## src/axi_pkg.sv

```systemverilog
`default_nettype none

package axi_pkg;

    // Field widths of the read channels
    localparam int ID_W    = 4;
    localparam int ADDR_W  = 16;
    localparam int DATA_W  = 32;
    localparam int LEN_W   = 8;
    localparam int SIZE_W  = 3;
    localparam int BURST_W = 2;
    localparam int RESP_W  = 2;

    typedef logic [ID_W-1:0]    id_t;
    typedef logic [ADDR_W-1:0]  addr_t;
    typedef logic [DATA_W-1:0]  data_t;
    typedef logic [LEN_W-1:0]   len_t;
    typedef logic [SIZE_W-1:0]  size_t;
    typedef logic [BURST_W-1:0] burst_t;
    typedef logic [RESP_W-1:0]  resp_t;

    // Burst and response encodings
    localparam burst_t BURST_FIXED = 2'd0;
    localparam burst_t BURST_INCR  = 2'd1;
    localparam burst_t BURST_WRAP  = 2'd2;
    localparam resp_t  RESP_OKAY   = 2'd0;
    localparam resp_t  RESP_SLVERR = 2'd2;

endpackage

`default_nettype wire

```

## src/rd_slv_pkg.sv

```systemverilog
`default_nettype none

package rd_slv_pkg;

    // Outstanding request queue
    localparam int OST_DEPTH = 4;
    localparam int PTR_W     = 2;

    typedef logic [PTR_W-1:0] ptr_t;
    typedef logic [PTR_W:0]   cnt_t;

    // Burst limits
    localparam int MAX_BURST_LEN = 8;
    typedef logic [$clog2(MAX_BURST_LEN)-1:0] beat_t;

    // Modelled memory latency per beat
    localparam int FETCH_DELAY = 18;
    typedef logic [4:0] timer_t;

    // This ID answers SLVERR on its last beat
    localparam axi_pkg::id_t ERR_ID = 4'hF;

    typedef enum logic [1:0] {IDLE, FETCH, SEND} rd_state_e;

endpackage

`default_nettype wire

```

## src/ar_queue.sv

```systemverilog
`default_nettype none

module ar_queue (
    input  logic                 clk,
    input  logic                 rst_n,
    input  logic                 arvalid,
    output logic                 arready,
    input  axi_pkg::id_t         arid,
    input  axi_pkg::addr_t       araddr,
    input  axi_pkg::len_t        arlen,
    input  axi_pkg::size_t       arsize,
    input  axi_pkg::burst_t      arburst,
    input  logic                 pop,
    output logic                 not_empty,
    output axi_pkg::id_t         head_id,
    output axi_pkg::addr_t       head_addr,
    output axi_pkg::len_t        head_len,
    output axi_pkg::size_t       head_size,
    output axi_pkg::burst_t      head_burst
);
    import axi_pkg::*;
    import rd_slv_pkg::*;

    id_t    id_mem    [OST_DEPTH];
    addr_t  addr_mem  [OST_DEPTH];
    len_t   len_mem   [OST_DEPTH];
    size_t  size_mem  [OST_DEPTH];
    burst_t burst_mem [OST_DEPTH];

    ptr_t wr_ptr;
    ptr_t rd_ptr;
    cnt_t count;
    logic push;

    assign arready   = (count != cnt_t'(OST_DEPTH));
    assign not_empty = (count != '0);
    assign push      = arvalid & arready;

    // Pointers wrap on their own since the depth is a power of two
    always_ff @(posedge clk or negedge rst_n) begin
        if (!rst_n) begin
            wr_ptr <= '0;
            rd_ptr <= '0;
            count  <= '0;
        end else begin
            if (push) begin
                wr_ptr <= wr_ptr + ptr_t'(1);
            end
            if (pop) begin
                rd_ptr <= rd_ptr + ptr_t'(1);
            end
            if (push && !pop) begin
                count <= count + cnt_t'(1);
            end else if (pop && !push) begin
                count <= count - cnt_t'(1);
            end
        end
    end

    // Request storage
    always_ff @(posedge clk) begin
        if (push) begin
            id_mem[wr_ptr]    <= arid;
            addr_mem[wr_ptr]  <= araddr;
            len_mem[wr_ptr]   <= arlen;
            size_mem[wr_ptr]  <= arsize;
            burst_mem[wr_ptr] <= arburst;
        end
    end

    assign head_id    = id_mem[rd_ptr];
    assign head_addr  = addr_mem[rd_ptr];
    assign head_len   = len_mem[rd_ptr];
    assign head_size  = size_mem[rd_ptr];
    assign head_burst = burst_mem[rd_ptr];

endmodule

`default_nettype wire

```

## src/burst_addr_gen.sv

```systemverilog
`default_nettype none

module burst_addr_gen (
    input  logic              clk,
    input  logic              rst_n,
    input  logic              load_burst,
    input  logic              next_beat,
    input  axi_pkg::addr_t    head_addr,
    input  axi_pkg::len_t     head_len,
    input  axi_pkg::size_t    head_size,
    input  axi_pkg::burst_t   head_burst,
    output axi_pkg::addr_t    cur_addr,
    output rd_slv_pkg::beat_t beat_idx,
    output logic              is_last
);
    import axi_pkg::*;
    import rd_slv_pkg::*;

    // Captured burst fields
    addr_t  start_q;
    len_t   len_q;
    size_t  size_q;
    burst_t burst_q;

    beat_t next_idx;
    addr_t step;
    addr_t bytes_m1;
    addr_t win_m1;
    addr_t wrap_base;
    addr_t next_addr;

    assign next_idx  = beat_idx + beat_t'(1);
    assign step      = addr_t'(next_idx) << size_q;
    assign bytes_m1  = (addr_t'(1) << size_q) - addr_t'(1);
    // Window is beats times bytes per beat, a power of two for legal WRAP
    assign win_m1    = ((addr_t'(len_q) + addr_t'(1)) << size_q) - addr_t'(1);
    assign wrap_base = start_q & ~win_m1;

    always_comb begin
        case (burst_q)
            BURST_INCR: next_addr = (start_q & ~bytes_m1) + step;
            BURST_WRAP: next_addr = wrap_base | (((start_q & win_m1) + step) & win_m1);
            default:    next_addr = start_q;
        endcase
    end

    always_ff @(posedge clk or negedge rst_n) begin
        if (!rst_n) begin
            beat_idx <= '0;
        end else if (load_burst) begin
            beat_idx <= '0;
        end else if (next_beat) begin
            beat_idx <= next_idx;
        end
    end

    always_ff @(posedge clk) begin
        if (load_burst) begin
            start_q  <= head_addr;
            len_q    <= head_len;
            size_q   <= head_size;
            burst_q  <= head_burst;
            cur_addr <= head_addr;
        end else if (next_beat) begin
            cur_addr <= next_addr;
        end
    end

    assign is_last = (len_t'(beat_idx) == len_q);

endmodule

`default_nettype wire

```

## src/fetch_timer.sv

```systemverilog
`default_nettype none

module fetch_timer (
    input  logic clk,
    input  logic rst_n,
    input  logic timer_start,
    output logic timer_done
);
    import rd_slv_pkg::*;

    timer_t count;

    // Zero means idle, the last count of 1 marks the end of the delay
    always_ff @(posedge clk or negedge rst_n) begin
        if (!rst_n) begin
            count <= '0;
        end else if (timer_start) begin
            count <= timer_t'(FETCH_DELAY);
        end else if (count != '0) begin
            count <= count - timer_t'(1);
        end
    end

    assign timer_done = (count == timer_t'(1));

endmodule

`default_nettype wire

```

## src/r_channel_out.sv

```systemverilog
`default_nettype none

module r_channel_out (
    input  logic            clk,
    input  logic            rst_n,
    input  logic            beat_load,
    input  axi_pkg::id_t    head_id,
    input  axi_pkg::addr_t  cur_addr,
    input  logic            is_last,
    input  logic            rready,
    output logic            rvalid,
    output axi_pkg::id_t    rid,
    output axi_pkg::data_t  rdata,
    output axi_pkg::resp_t  rresp,
    output logic            rlast,
    output logic            beat_taken
);
    import axi_pkg::*;
    import rd_slv_pkg::*;

    assign beat_taken = rvalid & rready;

    // Valid holds until the master takes the beat
    always_ff @(posedge clk or negedge rst_n) begin
        if (!rst_n) begin
            rvalid <= 1'b0;
            rlast  <= 1'b0;
        end else if (beat_load) begin
            rvalid <= 1'b1;
            rlast  <= is_last;
        end else if (beat_taken) begin
            rvalid <= 1'b0;
            rlast  <= 1'b0;
        end
    end

    always_ff @(posedge clk) begin
        if (beat_load) begin
            rid   <= head_id;
            rdata <= data_t'({head_id, cur_addr});
            rresp <= (head_id == ERR_ID && is_last) ? RESP_SLVERR : RESP_OKAY;
        end
    end

endmodule

`default_nettype wire

```

## src/rd_burst_fsm.sv

```systemverilog
`default_nettype none

module rd_burst_fsm (
    input  logic clk,
    input  logic rst_n,
    input  logic not_empty,
    input  logic timer_done,
    input  logic beat_taken,
    input  logic is_last,
    output logic load_burst,
    output logic next_beat,
    output logic timer_start,
    output logic beat_load,
    output logic pop
);
    import rd_slv_pkg::*;

    rd_state_e state;
    rd_state_e state_nxt;

    always_ff @(posedge clk or negedge rst_n) begin
        if (!rst_n) begin
            state <= IDLE;
        end else begin
            state <= state_nxt;
        end
    end

    // --------------------------------------------------------------------------
    // Next state and per-cycle strobes
    // --------------------------------------------------------------------------
    always_comb begin
        state_nxt   = state;
        load_burst  = 1'b0;
        next_beat   = 1'b0;
        timer_start = 1'b0;
        beat_load   = 1'b0;
        pop         = 1'b0;
        case (state)
            IDLE: begin
                if (not_empty) begin
                    load_burst  = 1'b1;
                    timer_start = 1'b1;
                    state_nxt   = FETCH;
                end
            end
            FETCH: begin
                if (timer_done) begin
                    beat_load = 1'b1;
                    state_nxt = SEND;
                end
            end
            SEND: begin
                // Burst ends only once its last beat is accepted
                if (beat_taken && is_last) begin
                    pop       = 1'b1;
                    state_nxt = IDLE;
                end else if (beat_taken) begin
                    next_beat   = 1'b1;
                    timer_start = 1'b1;
                    state_nxt   = FETCH;
                end
            end
            default: state_nxt = IDLE;
        endcase
    end

endmodule

`default_nettype wire

```

## src/rd_slave_top.sv

```systemverilog
`default_nettype none

module rd_slave_top (
    input  logic            clk,
    input  logic            rst_n,
    input  logic            arvalid,
    output logic            arready,
    input  axi_pkg::id_t    arid,
    input  axi_pkg::addr_t  araddr,
    input  axi_pkg::len_t   arlen,
    input  axi_pkg::size_t  arsize,
    input  axi_pkg::burst_t arburst,
    output logic            rvalid,
    input  logic            rready,
    output axi_pkg::id_t    rid,
    output axi_pkg::data_t  rdata,
    output axi_pkg::resp_t  rresp,
    output logic            rlast
);
    import axi_pkg::*;

    // --------------------------------------------------------------------------
    // Internal links
    // --------------------------------------------------------------------------
    logic   not_empty;
    logic   pop;
    id_t    head_id;
    addr_t  head_addr;
    len_t   head_len;
    size_t  head_size;
    burst_t head_burst;
    logic   load_burst;
    logic   next_beat;
    logic   timer_start;
    logic   timer_done;
    logic   beat_load;
    logic   beat_taken;
    addr_t  cur_addr;
    logic   is_last;

    ar_queue u_ar_queue (
        .clk(clk), .rst_n(rst_n),
        .arvalid(arvalid), .arready(arready), .arid(arid), .araddr(araddr),
        .arlen(arlen), .arsize(arsize), .arburst(arburst),
        .pop(pop), .not_empty(not_empty),
        .head_id(head_id), .head_addr(head_addr), .head_len(head_len),
        .head_size(head_size), .head_burst(head_burst)
    );

    fetch_timer u_fetch_timer (
        .clk(clk), .rst_n(rst_n),
        .timer_start(timer_start), .timer_done(timer_done)
    );

    rd_burst_fsm u_rd_burst_fsm (
        .clk(clk), .rst_n(rst_n),
        .not_empty(not_empty), .timer_done(timer_done),
        .beat_taken(beat_taken), .is_last(is_last),
        .load_burst(load_burst), .next_beat(next_beat),
        .timer_start(timer_start), .beat_load(beat_load), .pop(pop)
    );

    burst_addr_gen u_burst_addr_gen (
        .clk(clk), .rst_n(rst_n),
        .load_burst(load_burst), .next_beat(next_beat),
        .head_addr(head_addr), .head_len(head_len),
        .head_size(head_size), .head_burst(head_burst),
        .cur_addr(cur_addr), .beat_idx(), .is_last(is_last)
    );

    r_channel_out u_r_channel_out (
        .clk(clk), .rst_n(rst_n),
        .beat_load(beat_load), .head_id(head_id), .cur_addr(cur_addr),
        .is_last(is_last), .rready(rready), .rvalid(rvalid), .rid(rid),
        .rdata(rdata), .rresp(rresp), .rlast(rlast), .beat_taken(beat_taken)
    );

endmodule

`default_nettype wire

```

## config.mk

```make
export PLATFORM = sky130hd
export DESIGN_NAME = rd_slave_top
export DESIGN_NICKNAME = d
export VERILOG_FILES = /design/src/axi_pkg.sv /design/src/rd_slv_pkg.sv /design/src/ar_queue.sv /design/src/burst_addr_gen.sv /design/src/fetch_timer.sv /design/src/r_channel_out.sv /design/src/rd_burst_fsm.sv /design/src/rd_slave_top.sv
export SDC_FILE = /design/constraint.sdc
export NUM_CORES = 1
export LEC_CHECK = 0
export BUFFER_PORTS_ARGS = -buffer_cell sky130_fd_sc_hd__buf_4
export CAP_MARGIN = 5
export CORE_ASPECT_RATIO = 0.6
export CORE_MARGIN = 1.5
export CORE_UTILIZATION = 30
export CTS_CLUSTER_DIAMETER = 80
export DETAILED_ROUTE_END_ITERATION = 12
export PLACE_DENSITY = 0.54
export SLEW_MARGIN = 0
export SYNTH_ARGS = -nofsm -noshare
export SYNTH_HDL_FRONTEND = slang
export SYNTH_SLANG_ARGS = --single-unit
```

## constraint.sdc

```tcl
create_clock -name clk -period 5.2 [get_ports clk]
set_input_delay 0.52 -clock clk [delete_from_list [all_inputs] [get_ports clk]]
set_output_delay 0.52 -clock clk [all_outputs]
set_load 0.02 [all_outputs]
```

==> flow_summary_export.csv <==
group,metric,value,unit
yosys,synth_ff_type,"edfxtp_1",
place,hpwl,19700,um
power_and_ir_drop,power_density,511,mW/mm^2
clock_tree,htreeDepth,1,
layout,fin_nets,1013,
global_routing,grt_pass1_wl,42600,um
worst_setup_path,crit_family,"compound AO/OA/AOI/OAI gates",
clock_tree,cts_tree,"yes",
worst_setup_path,startpoint_type,"flop",
power_and_ir_drop,clockPowerShare,0.234,
power_and_ir_drop,p_switching,2.39,mW
die,die-area,0.0384,sq mm
yosys,synth_cells,866,
place,port_buffers,64,
layout,final_util,0.355,
worst_setup_path,end_kind,"flop",
power_and_ir_drop,p_int,4.23,mW
layout,fillers,3593,
clock_tree,cts_root_buf,"clkbuf_16",
sta,fin_setup_tns,0,ns
worst_setup_path,arrival,5.20,ns
status,status,"complete, no violations",
die,fp.dieH,152,um
die,io_pins,78,
power_and_ir_drop,ir_worst_vdd,0.240,mV
die,rows,54,
yosys,synth_most_common_cell,"edfxtp_1",
drt,drt_wl_total,27900,um
power_and_ir_drop,switching_share,0.361,
worst_setup_path,reg2reg_depth,16,
drt,wire_per_inst,19.5,um
global_routing,grt-ovfl-total,0,
power_and_ir_drop,combPwrFrac,0.369,
layout,stdcell_area,0.0130,sq mm
drt,dr.pass1.iters,5,
clock_tree,insertion_delay,0.53,ns
power_and_ir_drop,leakage,4.55,nW
place,gp_congestion,0.870,
worst_setup_path,slowest_delay,0.59,ns
place,placed_area,0.0122,sq mm
sta,hold_ws,0.189,ns
worst_setup_path,crit_path_cell_trace,"xor2_2 > o311ai_1 > a31o_2 > a31oi_1 > or3_1 > o211ai_1 > o221ai_1 > and2_1 > ha_1 > nand3_1 > o2111ai_1 > and3_1 > mux2i_1 > a2111oi_1 > mux2i_1 > o21ai_1",
layout,final_cells,1428,
sta,rsz0062_at_grt,"false",
sta,max-slew-margin-rel,0.290,
drt,first_iter_violations,705,
worst_setup_path,crit_slowest_cell,"edfxtp_1",
worst_setup_path,critPathMaxFanout,11,
worst_setup_path,critPathRequiredTime,5.46,ns
sta,fmax,0.202,GHz
yosys,synth.distinct_cells,87,
layout,n_antenna_cell,0,
yosys,yosysWarnings,0,
place,dp.cells,1387,
worst_setup_path,path_depth,16,
yosys,synth_common_cells,"198 x edfxtp_1, 63 x nand2_1, 60 x nor2_1",
flow_run,max-cap-violations,0,
yosys,synth.top_cells.by_area,"edfxtp_1 53%, mux4_2 6.7%, dfrtp_1 4.3%",
yosys,synth_top_area_frac,0.532,
yosys,synth-edff-count,198,
clock_tree,clock_path_buffers,3,
sta,worst_pin_slew,1.06,ns
sta,finalSetupViolCount,0,
worst_setup_path,cpMostUsedCell,"mux2i_1",
clock_tree,path_clk_slew,0.06,ns
die,start_util,0.306,
sta,finalClockSkew,0.0200,ns
yosys,synth_seq_cells,217,
clock_tree,clkSinkCount,217,
worst_setup_path,rrSetupSlack,0.26,ns
global_routing,grt_usage,0.143,
die,die_w,252,um
sta,hold_viol_final,0,
layout,area_delta_synth_final,16.1,%
hold_path,hp-class,"in2reg",
yosys,async_flop_share,0.0876,
drt,remaining_drc_errors,0,
global_routing,grt_pass1_vias,6987,
layout,drive_gt1_frac,0.201,
yosys,syn_area,0.0112,sq mm
worst_setup_path,crit_buf_inv,0,
worst_setup_path,timing_worst_setup_path_type,"reg2reg",
yosys,ys_seq_area_frac,0.575,
drt,postRouteAntennaNets,0,
sta,period_minus_slack,4.94,ns
hold_path,worstHoldPathCells,1,
power_and_ir_drop,pwr-share-seq,0.396,
sta,fin_crit_sh,0.950,
die,core_area,0.0365,sq mm
clock_tree,cts_made_buffers,22,
sta,maxSlewViolCount,0,
global_routing,grt_max_degree,35,
yosys,syn_avg_cell_area,12.9,sq um
drt,vias,7412,
yosys,yosys.area.top_type,"edfxtp_1",
drt,via_per_inst,5.19,
global_routing,grt_antenna_before_repair,2,
logic make-up (layout without fill, tap and decap cells):
logic type	count (synthesis)	count (layout)	share of synthesized area
other	1	13	0.000336
buffers and inverters	89	163	0.0375
XOR/XNOR	46	46	0.0381
AO/OA/AOI/OAI	161	161	0.102
adder cells (fa/ha/maj)	39	39	0.0457
flip-flops	217	217	0.575
multiplexers	50	50	0.0830
AND/OR/NAND/NOR	263	263	0.118
placed cells by master, fill, tap and decap left out, types with 7 or more instances in the layout:
cell         n
xnor2_1     34
a21oi_1     29
nor2_1      60
nand3_1     23
mux2_2       7
and2_1      14
a31oi_1     10
inv_1       25
o21ai_0     33
dfrtp_1     18
ha_1        35
nand4_1     10
o221ai_1     7
conb_1      13
nand2b_1    11
mux4_2      33
edfxtp_1   198
or3_1       14
clkinv_1     8
nor3_1      20
xor2_1       9
nor2b_1     11
clkbuf_16   22
nand2_1     63
buf_4       93
and3_1       7
mux2i_1      9
routing by layer:
layer  share of wire  up-vias  wire (um)  global-route usage
met1            0.52     3716      14400               0.230
met5               0        -          0                   0
li1                -     3431          -                   -
met2            0.40      229      11300               0.200
met4           0.012        0        328              0.0214
met3           0.068       36       1890              0.0301
flip-flops by register name, indices dropped and copies added, names as in the netlist, 2 cells and up:
register and cells:
u_ar_queue.id_mem 16, u_fetch_timer.count 5, u_rd_burst_fsm.state 2, u_ar_queue.rd_ptr 2, u_ar_queue.len_mem 32, u_burst_addr_gen.cur_addr 16, u_burst_addr_gen.start_q 16, u_ar_queue.size_mem 12
u_burst_addr_gen.len_q 8, u_r_channel_out.rdata 16, u_burst_addr_gen.burst_q 2, u_burst_addr_gen.size_q 3, u_ar_queue.wr_ptr 2, u_ar_queue.addr_mem 64, u_r_channel_out.rid 4, u_burst_addr_gen.beat_idx 3
u_ar_queue.burst_mem 8, u_ar_queue.count 3
area by class of cell:
type	count	area, sq um	area share
multi-input combinational	572	4400	0.340
sequential	217	6420	0.496
tap	476	596	0.0460
inverter	29	109	0.00840
clock buffer	26	566	0.0436
clock inverter	13	139	0.0107
timing repair buffer	95	728	0.0562
power by group through the flow:
stage               logic, mW  registers, mW  clock network [mW]
finish                   2.45           2.63                1.55
global route             2.69           2.67                1.66
CTS                      2.42           2.63                1.60
detailed placement       2.41           2.66                   0
global placement         2.40           2.65                   0
floorplan                1.69           2.59                   0
worst reg2reg max path, stage by stage, from the launching register on:
cell	delay, ns
edfxtp_1	0.59
xor2_2	0.28
o311ai_1	0.47
a31o_2	0.20
a31oi_1	0.15
or3_1	0.51
o211ai_1	0.24
o221ai_1	0.21
and2_1	0.22
ha_1	0.39
nand3_1	0.10
o2111ai_1	0.22
and3_1	0.21
mux2i_1	0.11
a2111oi_1	0.46
mux2i_1	0.23
o21ai_1	0.08
timing repair:
item / in CTS / in global routing
endpoints found under the setup margin: 0 / 3
resized for setup: 0 / 4
buffers inserted: 0 / 1
hold endpoints to repair: 19 / 0
hold buffers: 1 / 0
per-stage QoR:
step	power, mW	setup WS, ns
floorplan	4.28	0.490
global placement	5.05	0.320
detailed placement	5.07	0.230
CTS	6.65	0.181
global route	7.02	0.0115
finish	6.63	0.259
path summary, 6_finish.rpt:
check | startpoint | endpoint
worst max-delay path | u_burst_addr_gen.len_q[2]$_DFFE_PP_ | u_burst_addr_gen.cur_addr[15]$_DFFE_PP_
worst min-delay path | arlen[2] | u_ar_queue.len_mem[0][2]$_DFFE_PP_
worst max register to register | u_burst_addr_gen.len_q[2]$_DFFE_PP_ | u_burst_addr_gen.cur_addr[15]$_DFFE_PP_
worst min register to register | u_burst_addr_gen.cur_addr[15]$_DFFE_PP_ | u_r_channel_out.rdata[15]$_DFFE_PP_
max in group asynchronous | rst_n | u_ar_queue.rd_ptr[0]$_DFFE_PN0P_
min in group asynchronous | rst_n | u_fetch_timer.count[0]$_DFFE_PN0P_
Note: power is estimated with default switching activity, not from simulation.
